**src/source/eth_pkg.sv**
```systemverilog
// Ethernet framing definitions for the transmit path
// Byte-stream beat, MAC and EtherType types
// Addresses, preamble and gap constants

package eth_pkg;

    // One buffered stream beat
    typedef struct packed {
        logic [7:0] data;
        logic       last;
    } byte_stream_t;

    typedef logic [47:0] mac_t;
    typedef logic [15:0] ethertype_t;
    typedef logic [15:0] frame_len_t;

    typedef enum logic {
        SRC_PTP,
        SRC_UDP
    } src_sel_t;

    localparam mac_t LOCAL_MAC    = 48'h02_00_00_00_00_00;
    localparam mac_t PTP_DEST_MAC = 48'h01_1B_19_00_00_00;
    localparam mac_t BCAST_MAC    = 48'hFF_FF_FF_FF_FF_FF;

    localparam ethertype_t ETHERTYPE_PTP  = 16'h88F7;
    localparam ethertype_t ETHERTYPE_IPV4 = 16'h0800;

    // Seven preamble bytes then the SFD
    localparam logic [7:0] PREAMBLE_BYTE = 8'h55;
    localparam logic [7:0] SFD_BYTE      = 8'hD5;
    localparam int         PREAMBLE_LEN  = 8;

    localparam int IFG_LEN     = 12;
    localparam int ETH_HDR_LEN = 14;

endpackage

```
**src/source/udp_pkg.sv**
```systemverilog
// IPv4/UDP transmit configuration
// Fixed addresses, ports, TTL and protocol
// Header lengths and the IPv4/UDP header field struct

package udp_pkg;

    localparam logic [31:0] LOCAL_IP = {8'd192, 8'd168, 8'd1, 8'd128};
    localparam logic [31:0] DEST_IP  = {8'd255, 8'd255, 8'd255, 8'd255};

    localparam logic [15:0] UDP_SRC_PORT  = 16'd1234;
    localparam logic [15:0] UDP_DEST_PORT = 16'd5555;

    localparam logic [7:0] IP_TTL       = 8'd64;
    localparam logic [7:0] IP_PROTO_UDP = 8'd17;

    localparam int IP_HDR_LEN  = 20;
    localparam int UDP_HDR_LEN = 8;

    // Ethernet, IPv4 and UDP headers together
    localparam int UDP_FRAME_HDR_LEN = 42;

    localparam int MAX_PAYLOAD = 200;

    // IPv4 header followed by UDP header, in wire order
    typedef struct packed {
        logic [3:0]  version;
        logic [3:0]  ihl;
        logic [7:0]  tos;
        logic [15:0] total_len;
        logic [15:0] ident;
        logic [15:0] flags_frag;
        logic [7:0]  ttl;
        logic [7:0]  proto;
        logic [15:0] checksum;
        logic [31:0] src_ip;
        logic [31:0] dest_ip;
        logic [15:0] src_port;
        logic [15:0] dest_port;
        logic [15:0] udp_len;
        logic [15:0] udp_csum;
    } ip_udp_hdr_t;

endpackage

```
**src/source/header_builder.sv**
```systemverilog
// Per-frame header byte generator
// Ethernet header for PTP, Ethernet/IPv4/UDP header for UDP
// IPv4 header checksum computed when a frame starts

`timescale 1ns/1ps

module header_builder (
    input  logic              logic_clk,
    input  logic              rst,
    input  logic              start,
    input  eth_pkg::src_sel_t sel,
    input  eth_pkg::frame_len_t len,
    input  logic [5:0]        hdr_index,
    output logic [7:0]        hdr_byte,
    output logic [5:0]        hdr_len
);
    import eth_pkg::*;
    import udp_pkg::*;

    src_sel_t    sel_q;
    frame_len_t  len_q;
    logic [15:0] csum_q;
    logic [15:0] start_total;
    logic [19:0] csum_acc;
    logic [16:0] csum_fold;
    logic [15:0] csum_next;

    mac_t        dest_mac;
    ethertype_t  eth_type;
    ip_udp_hdr_t fields;
    logic [8*UDP_FRAME_HDR_LEN-1:0] hdr_bits;

    // Ones'-complement sum of the ten IPv4 header words, checksum field zero
    always_comb begin
        start_total = 16'(IP_HDR_LEN + UDP_HDR_LEN) + len;
        csum_acc = 20'h04500 + 20'(start_total) + 20'({IP_TTL, IP_PROTO_UDP})
                 + 20'(LOCAL_IP[31:16]) + 20'(LOCAL_IP[15:0])
                 + 20'(DEST_IP[31:16]) + 20'(DEST_IP[15:0]);
        csum_fold = 17'(csum_acc[15:0]) + 17'(csum_acc[19:16]);
        csum_next = ~(csum_fold[15:0] + 16'(csum_fold[16]));
    end

    always_ff @(posedge logic_clk) begin
        if (rst) begin
            sel_q <= SRC_PTP;
        end else if (start) begin
            sel_q <= sel;
        end
    end

    always_ff @(posedge logic_clk) begin
        if (start) begin
            len_q  <= len;
            csum_q <= csum_next;
        end
    end

    assign dest_mac = (sel_q == SRC_UDP) ? BCAST_MAC : PTP_DEST_MAC;
    assign eth_type = (sel_q == SRC_UDP) ? ETHERTYPE_IPV4 : ETHERTYPE_PTP;
    assign hdr_len  = (sel_q == SRC_UDP) ? 6'(UDP_FRAME_HDR_LEN) : 6'(ETH_HDR_LEN);

    always_comb begin
        fields            = '0;
        fields.version    = 4'd4;
        fields.ihl        = 4'd5;
        fields.total_len  = 16'(IP_HDR_LEN + UDP_HDR_LEN) + len_q;
        fields.ttl        = IP_TTL;
        fields.proto      = IP_PROTO_UDP;
        fields.checksum   = csum_q;
        fields.src_ip     = LOCAL_IP;
        fields.dest_ip    = DEST_IP;
        fields.src_port   = UDP_SRC_PORT;
        fields.dest_port  = UDP_DEST_PORT;
        fields.udp_len    = 16'(UDP_HDR_LEN) + len_q;
    end

    assign hdr_bits = {dest_mac, LOCAL_MAC, eth_type, fields};

    // Byte 0 is the first on the wire
    always_comb begin
        if (int'(hdr_index) < UDP_FRAME_HDR_LEN)
            hdr_byte = hdr_bits[8*(UDP_FRAME_HDR_LEN - 1 - int'(hdr_index)) +: 8];
        else
            hdr_byte = 8'h00;
    end

endmodule

```
**config.mk**
```make
export PLATFORM = sky130hd
export DESIGN_NAME = header_builder
export DESIGN_NICKNAME = d
export VERILOG_FILES = /design/src/source/eth_pkg.sv /design/src/source/udp_pkg.sv /design/src/source/header_builder.sv
export SDC_FILE = /design/constraint.sdc
export NUM_CORES = 1
export LEC_CHECK = 0
export BUFFER_PORTS_ARGS = -buffer_cell sky130_fd_sc_hd__buf_2
export CAP_MARGIN = 20
export CORE_ASPECT_RATIO = 1.75
export CORE_MARGIN = 8
export CORE_UTILIZATION = 45
export DETAILED_ROUTE_END_ITERATION = 10
export GPL_TIMING_DRIVEN = 0
export MAX_ROUTING_LAYER = met4
export PLACE_DENSITY_LB_ADDON = 0.05
export SYNTH_ARGS = -nofsm -noshare
export SYNTH_HDL_FRONTEND = slang
export SYNTH_SLANG_ARGS = --single-unit
```
**constraint.sdc**
```tcl
create_clock -name logic_clk -period 7 [get_ports logic_clk]
set_input_delay 1.75 -clock logic_clk [delete_from_list [all_inputs] [get_ports logic_clk]]
set_output_delay 1.75 -clock logic_clk [all_outputs]
set_load 0.03 [all_outputs]
```
==> metrics.txt <==
CTS Hold Bufs=0; simple-gate share of the synthesized area=0.201; Switching Share=0.371; initial antenna violation count=0; FP Rows=44; vias=3606; post-route design area=4450 um^2; first drt pass iteration count=4; die footprint=11700 um^2; CTS max path bufs=2; Reg2Reg Setup Slack=6.10 ns; area of the multi-input gates=2750 um^2; first-pass GRT wire length=18.1 mm; Setup Skew=0 ns; largest net degree at the start of global routing=34; ANT cells=0; Via density=5.99; Synth Area in Adders=0.0481; worst skew pair latency=0.28 ns; Syn Inst Count=457; GRT met3 Usage=0.0131; max_cap viols=0; RR Startpoint=sel_q$_SDFFE_PP0P_; count of cell types in the netlist=70; worst rel slew slack=0.515; worst endpoint required time=7.01 ns; post-synthesis xor/xnor area fraction=0.178; worst endpoint data arrival time=6.74 ns; critical path's slowest cell=a311oi_4; Layout Utilization=0.538; # DRC=0; routability cong.=0.977; Max FO, Critical Path=9; routed len/inst=19.4 um; Clk pwr share=0.262; Final Non-Filler Cells=602; nets=549; drt first-iter violations=181; Hold Crit Start=sel_q$_SDFFE_PP0P_; CTS clk-pin slew, worst paths=0.05 ns; final period utilization=0.960; share of cells above drive strength 1=0.173; H-tree levels=2; top post-synthesis cells by count=nand2_1, xnor2_1, nor2_1; io pins=40; total congestion overflow=0; min-delay worst type=register to register; CP dominant cell by count=nand2_1; CTS tree=done; Die Ht=138 um; Post-synth EDFFs=32; Ys Warns=0; placed inst area=4090 um^2; Peak supply drop=0.0000881 V; drt total wl=11.7 mm; final worst setup slack=0.278 ns; Hold Slack=0.737 ns; met2 usage=0.421; min Tclk post-route=6.72 ns; combinational power share=0.405; CP startpoint kind=input pin; synthesized area=3800 um^2; largest family of logic cells by synthesized area=compound AO/OA/AOI/OAI gates; Hold Vio Cnt, Final=0; Critical Path Source=len[2]; Synth Register Bits=33; ranking of synthesized cells by area=edfxtp_1, xnor2_1, xor2_1; initial core utilization=0.460; mux cell area share after synthesis=0.0274; critical path class=input pin to register; Syn-to-layout area delta=17.1%; Async SR Flop Fraction=0; Internal=489 uW; Die Wd=85.4 um; IO buf count=33; Mapped Avg Cell Area=8.31 um^2; Finish-stage setup viols=0; crit path capture type=register; most frequently used flop master after synthesis=edfxtp_1; clk root buf=clkbuf_16; Worst path max stage delay=0.38 ns; Core Box Area=8260 um^2; register area=981 um^2; Synth Area in Compound Gates=0.227; Num CTS Buffers=5; Pwr Density=175 nW/um^2; detailed placement HPWL=9.55 mm; vias in the first global route=3631; sequential cell area fraction in the yosys report=0.258; Setup WS pre-CTS=-1.45 ns; share of the synthesized area in the top cell type=0.253; Final Max Slew Viols=0; cell taking the most area after synthesis=edfxtp_1; grt peak-use layer=met2; outcome=finished, final reports clean; Cells after DPL=584; Switch Pwr=289 uW; ANT nets after route=0; Global Route Usage Sum=0.207; leak pwr=0.00161 uW; filler cell count=819; Max Clock Freq=149 MHz; clk sinks=33; Worst-Margin Slew=0.722 ns; met1 Track Usage GR=0.167; Reg power frac=0.333
==> kinds of logic (layout without fill, tap and decap cells) <==
logic type,after synthesis,count (layout)
compound gates,126,126
fa+ha+maj,14,14
mux,9,9
flops,33,33
buf+inv,48,99
xor+xnor,74,74
other cells,2,4
simple gates,151,151
==> repair_timing <==
item / in CTS / in global routing
setup endpoints to repair: 12 / 4
cloned: 0 / 0
buffers inserted: 2 / 8
pin swaps: 3 / 9
gates resized for setup: 12 / 14
==> layout by cell type (no fill, tap or decap), drive strengths merged, types with 7 or more instances in the layout <==
cell type	synthesis	final
nor3	9	9
nand4	8	8
edfxtp	32	32
clkbuf	15	20
nand2	43	43
xor2	29	29
a31oi	10	10
inv	20	20
ha	13	13
mux2i	7	7
nand3	22	22
o21ai	34	34
xnor2	44	44
a21oi	26	26
nor2	35	35
buf	11	54
==> sequential cells by signal, indices dropped and copies added, names as in the netlist <==
| register | flops |
|---|---|
| csum_q | 16 |
| len_q | 16 |
| sel_q | 1 |
==> power by group through the flow <==
stage / Sequential, uW / Combinational (uW) / Clock, uW
floorplan: 257 / 214 / 0
global placement: 263 / 294 / 0
detailed placement: 263 / 295 / 0
CTS: 260 / 302 / 210
global route: 262 / 342 / 215
finish: 259 / 315 / 204
==> critical path: cells and delay by family <==
kind | cells | cell delay, ns
AO/OA/AOI/OAI | 6 | 1.24
XOR/XNOR | 1 | 0.19
adder cells (fa/ha/maj) | 3 | 0.53
buffers and inverters | 5 | 0.65
AND/OR/NAND/NOR | 12 | 2.36
==> per-stage QoR <==
step	setup TNS [ns]	total power, uW
2_1_floorplan	0	471
3_3_place_gp	-10.16	556
3_5_place_dp	-11.14	558
4_1_cts	0	772
5_1_grt	-0.0281	819
6_report	0	778
==> final timing paths <==
path | cells past startpoint | to
worst min-delay path | 2 | sel_q$_SDFFE_PP0P_
worst min register to register | 2 | sel_q$_SDFFE_PP0P_
worst max register to register | 2 | sel_q$_SDFFE_PP0P_
worst max-delay path | 27 | csum_q[14]$_DFFE_PP_
==> per-layer routing <==
layer | vias up | wire (um)
li1 | 1774 | -
met1 | 1682 | 3870
met2 | 106 | 6720
met3 | 44 | 298
met4 | 0 | 762
met5 | - | 0
==> area by class of cell <==
type | count | area share
clock buffers | 5 | 0.0281
inverters | 22 | 0.0186
well taps | 92 | 0.0259
repair buffers | 43 | 0.0540
multi-input cells | 378 | 0.618
clock inverters | 3 | 0.00281
plain buffers | 26 | 0.0324
flip-flops and latches | 33 | 0.221
Note: power is estimated with default switching activity, not from simulation.
