[config.mk]
export PLATFORM = sky130hd
export DESIGN_NAME = gmii_tx_framer
export DESIGN_NICKNAME = d
export VERILOG_FILES = /design/src/source/eth_pkg.sv /design/src/source/gmii_tx_framer.sv
export SDC_FILE = /design/constraint.sdc
export NUM_CORES = 1
export LEC_CHECK = 0
export BUFFER_PORTS_ARGS = -buffer_cell sky130_fd_sc_hd__buf_2
export CAP_MARGIN = 20
export CORE_MARGIN = 4
export CORE_UTILIZATION = 52
export CTS_BUF_LIST = sky130_fd_sc_hd__clkbuf_2 sky130_fd_sc_hd__clkbuf_4 sky130_fd_sc_hd__clkbuf_8
export DETAILED_ROUTE_END_ITERATION = 10
export PLACE_DENSITY = 0.86
export SLEW_MARGIN = 15
export SYNTH_ARGS = -nofsm -noshare
export SYNTH_HDL_FRONTEND = slang
export SYNTH_SLANG_ARGS = --single-unit
[constraint.sdc]
create_clock -name logic_clk -period 2.1 [get_ports logic_clk]
set_input_delay 0.105 -clock logic_clk [delete_from_list [all_inputs] [get_ports logic_clk]]
set_output_delay 0.105 -clock logic_clk [all_outputs]
set_load 0.02 [all_outputs]
[src/source/eth_pkg.sv]
// Ethernet framing definitions for the transmit path
// Byte-stream beat, MAC and EtherType types
// Addresses, preamble and gap constants

package eth_pkg;

    // One buffered stream beat
    typedef struct packed {
        logic [7:0] data;
        logic       last;
    } byte_stream_t;

    typedef logic [47:0] mac_t;
    typedef logic [15:0] ethertype_t;
    typedef logic [15:0] frame_len_t;

    typedef enum logic {
        SRC_PTP,
        SRC_UDP
    } src_sel_t;

    localparam mac_t LOCAL_MAC    = 48'h02_00_00_00_00_00;
    localparam mac_t PTP_DEST_MAC = 48'h01_1B_19_00_00_00;
    localparam mac_t BCAST_MAC    = 48'hFF_FF_FF_FF_FF_FF;

    localparam ethertype_t ETHERTYPE_PTP  = 16'h88F7;
    localparam ethertype_t ETHERTYPE_IPV4 = 16'h0800;

    // Seven preamble bytes then the SFD
    localparam logic [7:0] PREAMBLE_BYTE = 8'h55;
    localparam logic [7:0] SFD_BYTE      = 8'hD5;
    localparam int         PREAMBLE_LEN  = 8;

    localparam int IFG_LEN     = 12;
    localparam int ETH_HDR_LEN = 14;

endpackage

[src/source/gmii_tx_framer.sv]
// Round-robin frame arbiter and GMII transmit FSM
// Sends preamble, SFD, header and payload, then the inter-frame gap

`timescale 1ns/1ps

module gmii_tx_framer (
    input  logic                  logic_clk,
    input  logic                  rst,
    input  logic                  ptp_avail,
    input  logic                  udp_avail,
    input  eth_pkg::frame_len_t   ptp_len,
    input  eth_pkg::frame_len_t   udp_len,
    input  eth_pkg::byte_stream_t ptp_head,
    input  eth_pkg::byte_stream_t udp_head,
    output logic                  ptp_pop,
    output logic                  udp_pop,
    output logic                  hdr_start,
    output eth_pkg::src_sel_t     hdr_sel,
    output eth_pkg::frame_len_t   hdr_len_out,
    output logic [5:0]            hdr_index,
    input  logic [7:0]            hdr_byte,
    input  logic [5:0]            hdr_len,
    output logic [7:0]            gmii_txd,
    output logic                  gmii_tx_en
);
    import eth_pkg::*;

    typedef enum logic [2:0] {
        IDLE,
        PREAMBLE,
        HEADER,
        PAYLOAD,
        GAP
    } state_t;

    // Each state names what is loaded into the output registers this cycle
    state_t       state;
    src_sel_t     grant;
    src_sel_t     last_served;
    src_sel_t     pick;
    logic [3:0]   cnt;
    logic [5:0]   hdr_idx;
    byte_stream_t head;

    // Source not served last wins a tie
    always_comb begin
        if (ptp_avail && udp_avail)
            pick = (last_served == SRC_PTP) ? SRC_UDP : SRC_PTP;
        else if (udp_avail)
            pick = SRC_UDP;
        else
            pick = SRC_PTP;
    end

    assign head      = (grant == SRC_UDP) ? udp_head : ptp_head;
    assign ptp_pop   = (state == PAYLOAD) && (grant == SRC_PTP);
    assign udp_pop   = (state == PAYLOAD) && (grant == SRC_UDP);
    assign hdr_index = hdr_idx;

    always_ff @(posedge logic_clk) begin
        if (rst) begin
            state       <= IDLE;
            grant       <= SRC_PTP;
            last_served <= SRC_UDP;
            cnt         <= '0;
            hdr_idx     <= '0;
            hdr_start   <= 1'b0;
            hdr_sel     <= SRC_PTP;
            hdr_len_out <= '0;
            gmii_txd    <= '0;
            gmii_tx_en  <= 1'b0;
        end else begin
            // High while the first preamble byte is on the wire
            hdr_start <= (state == PREAMBLE) && (cnt == '0);
            case (state)
                IDLE: begin
                    gmii_tx_en <= 1'b0;
                    gmii_txd   <= '0;
                    if (ptp_avail || udp_avail) begin
                        grant       <= pick;
                        last_served <= pick;
                        hdr_sel     <= pick;
                        hdr_len_out <= (pick == SRC_UDP) ? udp_len : ptp_len;
                        cnt         <= '0;
                        state       <= PREAMBLE;
                    end
                end
                PREAMBLE: begin
                    gmii_tx_en <= 1'b1;
                    gmii_txd   <= (cnt == 4'(PREAMBLE_LEN - 1)) ? SFD_BYTE : PREAMBLE_BYTE;
                    cnt        <= cnt + 4'd1;
                    if (cnt == 4'(PREAMBLE_LEN - 1)) begin
                        hdr_idx <= '0;
                        state   <= HEADER;
                    end
                end
                HEADER: begin
                    gmii_txd <= hdr_byte;
                    hdr_idx  <= hdr_idx + 6'd1;
                    if (hdr_idx == hdr_len - 6'd1) begin
                        state <= PAYLOAD;
                    end
                end
                PAYLOAD: begin
                    gmii_txd <= head.data;
                    if (head.last) begin
                        cnt   <= '0;
                        state <= GAP;
                    end
                end
                GAP: begin
                    gmii_tx_en <= 1'b0;
                    gmii_txd   <= '0;
                    cnt        <= cnt + 4'd1;
                    if (cnt == 4'(IFG_LEN - 1)) begin
                        state <= IDLE;
                    end
                end
                default: state <= IDLE;
            endcase
        end
    end

endmodule

==> metrics.log, run 1 <==
INFO  metric syn-cell-area = 2300 sq um
INFO  metric ctsHtreeMaxLevel = 2
INFO  metric grt_util_all_layers = 21.9%
INFO  metric start_kind = register
INFO  metric portBuffers = 102
INFO  metric design.die.area = 5540 sq um
INFO  metric cpMaxStageDelayCell = sky130_fd_sc_hd__dfxtp_1
INFO  metric synth_enable_flop_cells = 0
INFO  metric ys_top_cells_by_area = sky130_fd_sc_hd__dfxtp_1, sky130_fd_sc_hd__mux2i_1, sky130_fd_sc_hd__nor2_1
INFO  metric starting_drt_drc_count = 119
INFO  metric final_number_of_max_transition_violations = 0
INFO  metric row_count = 23
INFO  metric synthMuxAreaShare = 9.21%
INFO  metric cp.required = 2.33 ns
INFO  metric fin_setup_tns = 0 ns
INFO  metric detailedPlace.worstSlack = 0.297 ns
INFO  metric multiInputGateArea = 1320 sq um
INFO  metric coreArea = 4140 sq um
INFO  metric worst_hold_path.num_cells = 3
INFO  metric synth_seq_cells = 41
INFO  metric initial_core_utilization = 55.4%
INFO  metric final_hold_violation_count = 0
INFO  metric ys_async_sr_fraction = 0%
INFO  metric power.total = 2050 uW
INFO  metric first_pass_grt_wire_length = 9510 um
INFO  metric horizontal_die_dimension = roughly 74 um
INFO  metric path_class = reg -> reg
INFO  metric routedWlPerCell = 14.6 um
INFO  metric route.detailed.drc = 0
INFO  metric antennaDiodeCount = 0
INFO  metric insertion_delay = 0.29 ns
INFO  metric critical_path_buf_inv_count = 0
INFO  metric seqCellArea = a little over 800 sq um
INFO  metric synth_adder_area_share = 2.18%
INFO  metric yosys_warnings = 0
INFO  metric timing.critical_path.slowest_cell_delay = 0.63 ns
INFO  metric routed-via-count = approximately 2200
INFO  metric cts.repair.resized = 0
INFO  metric synthesis.instances = between 200 and 300
INFO  metric cp_cell_sequence = nand3b_4 > a211o_1 > o211ai_2 > mux2_1 > nor2_1
INFO  metric maximum_net_fanout_on_the_critical_path = 12
INFO  metric detail-route-antenna-nets = 0
INFO  metric worst_r2r_path_depth = 5
INFO  metric finish.net_count = 428
INFO  metric synth_compound_area_share = 22.1%
INFO  metric synth_top_flop_cell = sky130_fd_sc_hd__dfxtp_1
INFO  metric critical_path_arrival = 2.10 ns
INFO  metric clk_root_buffer_cell = sky130_fd_sc_hd__clkbuf_8
INFO  metric syn_to_final_growth = 27.8%
INFO  metric ys_seq_area_share = 35.7%
INFO  metric setup_viol = 0
INFO  metric critical_path_depth = 5
INFO  metric post_route_cells_drive_above_1_share = 38.9%
INFO  metric synthesized_netlist_net_count = approximately 330
INFO  metric avgSynthCellArea = about 8.8 sq um
INFO  metric drt-total-wl = about 5900 um
INFO  metric maxCapViolCount = 0
INFO  metric setup_ws = 0.231 ns
INFO  metric post_synthesis_xor_xnor_area_fraction = roughly 3.4%
INFO  metric post-cts-setup-buffers = 0
INFO  metric maximum_buffer_depth_of_the_clock_tree = 2
INFO  metric post_drt_via_cell_ratio = 5.49
INFO  metric cts_tree = yes
INFO  metric cellLeakagePower = 0.00135 uW
INFO  metric top_achievable_clock_speed = about 540 MHz
INFO  metric worst_pin_slew = about 0.5 ns
INFO  metric grt_pass1_vias = 2201
INFO  metric power_density = between 600 and 700 nW/um^2
INFO  metric dp_wirelength = 4530 um
INFO  metric synthSimpleGateAreaFrac = just over 20%
INFO  metric clkSlewWorstSetupHoldPaths = about 0.080 ns
INFO  metric path_delay_family = flip-flops
INFO  metric design.portCount = approximately 100
INFO  metric first_pass_iters = 4
INFO  metric worst_hold_path_type = in -> reg
INFO  metric clock-sinks = 41
INFO  metric cts_buffers = 5
INFO  metric synthDistinctLibCells = 53
INFO  metric min_period_over_period = 89.0%
INFO  metric yosys.area.top_type_share = 35.7%
INFO  metric grt_antenna_before_repair = 0
INFO  metric finalWorstPathRequiredPeriod = around 1.9 ns
INFO  metric largest_net_degree_at_the_start_of_global_routing = 34
INFO  metric synthTopCellsByCount = sky130_fd_sc_hd__nor2_1, sky130_fd_sc_hd__dfxtp_1, sky130_fd_sc_hd__a21oi_1
INFO  metric fillerInstances = 316
INFO  metric finalWeightedCongestion = 0.845
INFO  metric synth_top_family_by_area = compound AO/OA/AOI/OAI gates
INFO  metric max-slew-margin-rel = 66.6%
INFO  metric cp-end-kind = register
INFO  metric synth.largest_area_cell = sky130_fd_sc_hd__dfxtp_1
INFO  metric grt_overflow_total = 0
INFO  metric cts.hold.buffers_added = 0
INFO  metric run_status = finished, final reports clean
INFO  metric most_common_cell_in_the_netlist = sky130_fd_sc_hd__nor2_1
INFO  metric clock-skew-final = around 0.0052 ns
INFO  metric die_h = approximately 74 um
INFO  metric vdd.ir_drop.worst = about 0.00044 V
INFO  metric grt_setup_unrepaired = no
INFO  metric post-route-util = 70.8%
==> registers in the layout, indices dropped and copies added (netlist names) <==
signal       cells
grant            1
state            3
last_served      1
hdr_len_out     16
gmii_tx_en       1
hdr_index        6
hdr_start        1
gmii_txd         8
cnt              4
==> stage by stage <==
stage / std cells / hold WS [ns] / instance area [sq um]
after floorplan: 260 / 0.260 / 2300
after global placement: 399 / 0.347 / 2800
after CTS: 407 / 0.0467 / 2930
final: 407 / 0.0556 / 2930
after global routing: 407 / 0.0755 / 2930
after detailed placement: 399 / 0.367 / 2800
==> cells in the final DEF (no fill, tap or decap), types with 5 or more instances in the layout <==
master,count
sky130_fd_sc_hd__clkbuf_8,5
sky130_fd_sc_hd__o21ai_0,7
sky130_fd_sc_hd__xnor2_1,8
sky130_fd_sc_hd__mux2i_1,20
sky130_fd_sc_hd__nor3_1,8
sky130_fd_sc_hd__buf_4,5
sky130_fd_sc_hd__inv_1,6
sky130_fd_sc_hd__dfxtp_1,41
sky130_fd_sc_hd__a21oi_1,24
sky130_fd_sc_hd__nand2_1,6
sky130_fd_sc_hd__nor2_1,49
sky130_fd_sc_hd__a211oi_2,12
sky130_fd_sc_hd__buf_2,102
==> worst reg2reg max path, stage by stage, from the launching register on <==
cell and delay [ns]:
sky130_fd_sc_hd__dfxtp_1 0.63, sky130_fd_sc_hd__nand3b_4 0.23, sky130_fd_sc_hd__a211o_1 0.39, sky130_fd_sc_hd__o211ai_2 0.12, sky130_fd_sc_hd__mux2_1 0.34, sky130_fd_sc_hd__nor2_1 0.09
==> cell type report <==
type                            count  area share [%]
Multi-Input combinational cell    193            45.1
Sequential cell                    41            28.0
Timing Repair Buffer              108            19.4
Clock buffer                        5            2.35
Clock inverter                      3            2.22
Tap cell                           50            2.13
Inverter                            7           0.896
==> cells by family (layout without fill, tap and decap cells) <==
group	Yosys count	after routing
mux	21	21
fa+ha+maj	4	4
buf+inv	26	123
simple gates	91	91
compound gates	68	68
flops	41	41
xor+xnor	9	9
==> power breakdown <==
part | leakage, uW | switching (uW) | internal, uW
Clock | 0.0000681 | 279 | 472
Combinational | 0.000947 | 240 | 192
Sequential | 0.000337 | 36.3 | 828
==> final timing paths <==
kind | slack (ns) | from | endpoint
setup / recovery | 0.23 | state[0] | state[2]
hold / removal | 0.06 | hdr_byte[1] | gmii_txd[1]
setup reg to reg | 0.23 | state[0] | state[2]
hold reg to reg | 0.49 | gmii_txd[4] | gmii_txd[4]
==> metal layers <==
layer	vias up	track usage, %	share of wire [%]	routed length (um)
met5	-	0	0	0
met4	0	7.71	1.2	74
met3	10	7.03	11	632
met2	102	37.8	47	2780
met1	1008	25.4	41	2440
li1	1114	-	-	-
Note: power is estimated with default switching activity, not from simulation.
==> run 2, diff against run 1 <==
Settings changed: CAP_MARGIN 20 to unset, CORE_UTILIZATION 52 to 48, PLACE_DENSITY 0.86 to 0.8.
==> run 2 against run 1 <==
  * Hold slack got worse by 0.0066 ns
  * Power fell by 12%
  * Clock power fell by 31%
  * Sequential power is essentially flat
  * Combinational power shrank 2%
  * Register-to-register slack better by 0.06 ns
  * Largest power group unchanged
==> metrics.log, run 2 (synthesized netlist as in run 1, its figures left out) <==
INFO  metric grt_pass1_vias = 2091 (-5.0%)
INFO  metric dp_wirelength = 4300 um (-5.1%)
INFO  metric route.detailed.drc = 0 (unchanged)
INFO  metric layout.cells.most_common = sky130_fd_sc_hd__buf_2
INFO  metric largest_net_degree_at_the_start_of_global_routing = 42 (+24%)
INFO  metric start_kind = register
INFO  metric first_pass_grt_wire_length = 9260 um (-2.6%)
INFO  metric syn_to_final_growth = 25.6%
INFO  metric routed-via-count = 2221 (-0.58%)
INFO  metric final-instance-count-excl-fill = 410 (+0.74%)
INFO  metric path_delay_family = flip-flops
INFO  metric finalWorstPathRequiredPeriod = 1.81 ns (-0.0597 ns)
INFO  metric row_count = 24 (+4.3%)
INFO  metric worst_hold_path_type = in -> reg
INFO  metric clkSlewWorstSetupHoldPaths = 0.08 ns (about the same)
INFO  metric max-slew-margin-rel = 65.5% (-1.1 points)
INFO  metric vdd.ir_drop.worst = 0.000266 V (-40%)
INFO  metric cp.required = 2.34 ns (about the same)
INFO  metric finalWeightedCongestion = 0.832 (-1.5%)
INFO  metric starting_drt_drc_count = 142 (+19%)
INFO  metric path_class = reg -> reg
INFO  metric post_route_cells_drive_above_1_share = 39.1% (+0.17 points)
INFO  metric power.sequential.fraction = 47.9% (+5.7 points)
INFO  metric critical_path_arrival = 2.05 ns (-0.05 ns)
INFO  metric grt_util_all_layers = 18.9% (-2.9 points)
INFO  metric fillerInstances = 395 (+25%)
INFO  metric seqCellArea = 821 sq um (unchanged)
INFO  metric cpMaxStageDelayCell = sky130_fd_sc_hd__dfxtp_1
INFO  metric clk_root_buffer_cell = sky130_fd_sc_hd__clkbuf_8
INFO  metric grt_overflow_total = 0 (unchanged)
INFO  metric setup_viol = 0 (unchanged)
INFO  metric coreArea = 4500 sq um (+8.7%)
INFO  metric cts_buffers = 5 (unchanged)
INFO  metric power_switching = 542 uW (-2.3%)
INFO  metric internal_power = 1260 uW (-15%)
INFO  metric drt-total-wl = 5580 um (-5.8%)
INFO  metric clock-sinks = 41 (unchanged)
INFO  metric insertion_delay = 0.30 ns (about the same)
INFO  metric final_cell_mix = sky130_fd_sc_hd__buf_2, sky130_fd_sc_hd__nor2_1, sky130_fd_sc_hd__dfxtp_1
INFO  metric multiInputGateArea = 1320 sq um (unchanged)
INFO  metric power.share.clock = 28.7% (-8.0 points)
INFO  metric design.portCount = 103 (unchanged)
INFO  metric cellLeakagePower = 0.00133 uW (-1.4%)
INFO  metric cts.repair.resized = 0 (unchanged)
INFO  metric routedWlPerCell = 13.6 um (-6.5%)
INFO  metric maximum_buffer_depth_of_the_clock_tree = 2 (unchanged)
INFO  metric setup_ws = 0.291 ns (+0.0597 ns)
INFO  metric first_pass_iters = 4 (unchanged)
INFO  metric final_design_area_no_fill = 2880 sq um (-1.7%)
INFO  metric critical_path_buf_inv_count = 0 (unchanged)
INFO  metric run_status = finished, final reports clean
INFO  metric final_number_of_max_transition_violations = 0 (unchanged)
INFO  metric finish.net_count = 429 (+0.23%)
INFO  metric antennaDiodeCount = 0 (unchanged)
INFO  metric power.total = 1800 uW (-12%)
INFO  metric die_h = 77.2 um (+3.6%)
INFO  metric cts_tree = yes
INFO  metric worst_pin_slew = 0.517 ns (+0.0159 ns)
INFO  metric horizontal_die_dimension = 77.2 um (+3.6%)
INFO  metric ctsHtreeMaxLevel = 2 (unchanged)
INFO  metric maximum_net_fanout_on_the_critical_path = 12 (unchanged)
INFO  metric detail-route-antenna-nets = 0 (unchanged)
INFO  metric final_hold_violation_count = 0 (unchanged)
INFO  metric min_period_over_period = 86.1% (-2.8 points)
INFO  metric power_density = 625 nW/um^2 (-10%)
INFO  metric fin_setup_tns = 0 ns (unchanged)
INFO  metric portBuffers = 102 (unchanged)
INFO  metric postPlaceCellArea = 2800 sq um (about the same)
INFO  metric design.die.area = 5950 sq um (+7.4%)
INFO  metric post-place-cells = 402 (+0.75%)
INFO  metric grt_antenna_before_repair = 0 (unchanged)
INFO  metric largest_reg_flops = 16 (unchanged)
INFO  metric cp_cell_sequence = nand3b_4 > a211o_1 > o211ai_2 > mux2_1 > nor2_1
INFO  metric maxCapViolCount = 0 (unchanged)
INFO  metric switching_share = 30.1% (+2.9 points)
INFO  metric detailedPlace.worstSlack = 0.312 ns (+0.0143 ns)
INFO  metric power_frac_comb = 23.4% (+2.3 points)
INFO  metric grt_setup_unrepaired = no
INFO  metric clock-skew-final = 0.00713 ns (+0.00195 ns)
INFO  metric timing.critical_path.slowest_cell_delay = 0.63 ns (about the same)
INFO  metric initial_core_utilization = 51.0% (-4.4 points)
INFO  metric largest-register = hdr_len_out
INFO  metric cp-end-kind = register
INFO  metric cts.hold.buffers_added = 0 (unchanged)
INFO  metric top_achievable_clock_speed = 553 MHz (+3.3%)
INFO  metric post-cts-setup-buffers = 0 (unchanged)
INFO  metric post_drt_via_cell_ratio = 5.42 (-1.3%)
==> run 2: cell type report <==
type / count / area share (%)
tap: 52 / 2.26
inverter: 7 / 0.911
timing repair buffer: 109 / 19.5
clock inverter: 2 / 0.347
multi-input combinational: 193 / 45.9
sequential: 41 / 28.5
clock buffer: 6 / 2.65
==> run 2: path summary, 6_finish.rpt <==
check | startpoint | endpoint | slack (ns) | cells after the start
worst max-delay path | state[0] | state[2] | 0.29 | 5
worst min-delay path | hdr_byte[3] | gmii_txd[3] | 0.05 | 3
worst max register to register | state[0] | state[2] | 0.29 | 5
worst min register to register | gmii_txd[6] | gmii_txd[6] | 0.50 | 2
==> run 2: worst reg2reg max path: cells and delay by family, from the launching register on <==
kind	cells	cell delay [ns]
compound gates	2	0.48
flops	1	0.63
mux	1	0.34
simple gates	2	0.30
==> run 2: through the flow <==
step / util (%) / hold WS [ns]
2_1_floorplan: - / 0.260
3_3_place_gp: 62.1 / 0.352
3_5_place_dp: 62.1 / 0.357
4_1_cts: 64.0 / 0.0436
5_1_grt: 64.0 / 0.0546
6_report: 64.0 / 0.0490
==> run 2: power by group through the flow <==
| stage | combinational, uW | clock [uW] | sequential [uW] |
|---|---|---|---|
| floorplan | 247 | 0 | 927 |
| global placement | 418 | 0 | 880 |
| detailed placement | 425 | 0 | 883 |
| CTS | 426 | 533 | 864 |
| global route | 466 | 569 | 872 |
| finish | 422 | 518 | 864 |
==> run 2: routing by layer <==
metal	wire [um]	track usage [%]
met5	0	0
met4	88	6.23
met3	489	6.44
met2	2650	32.6
met1	2360	21.9
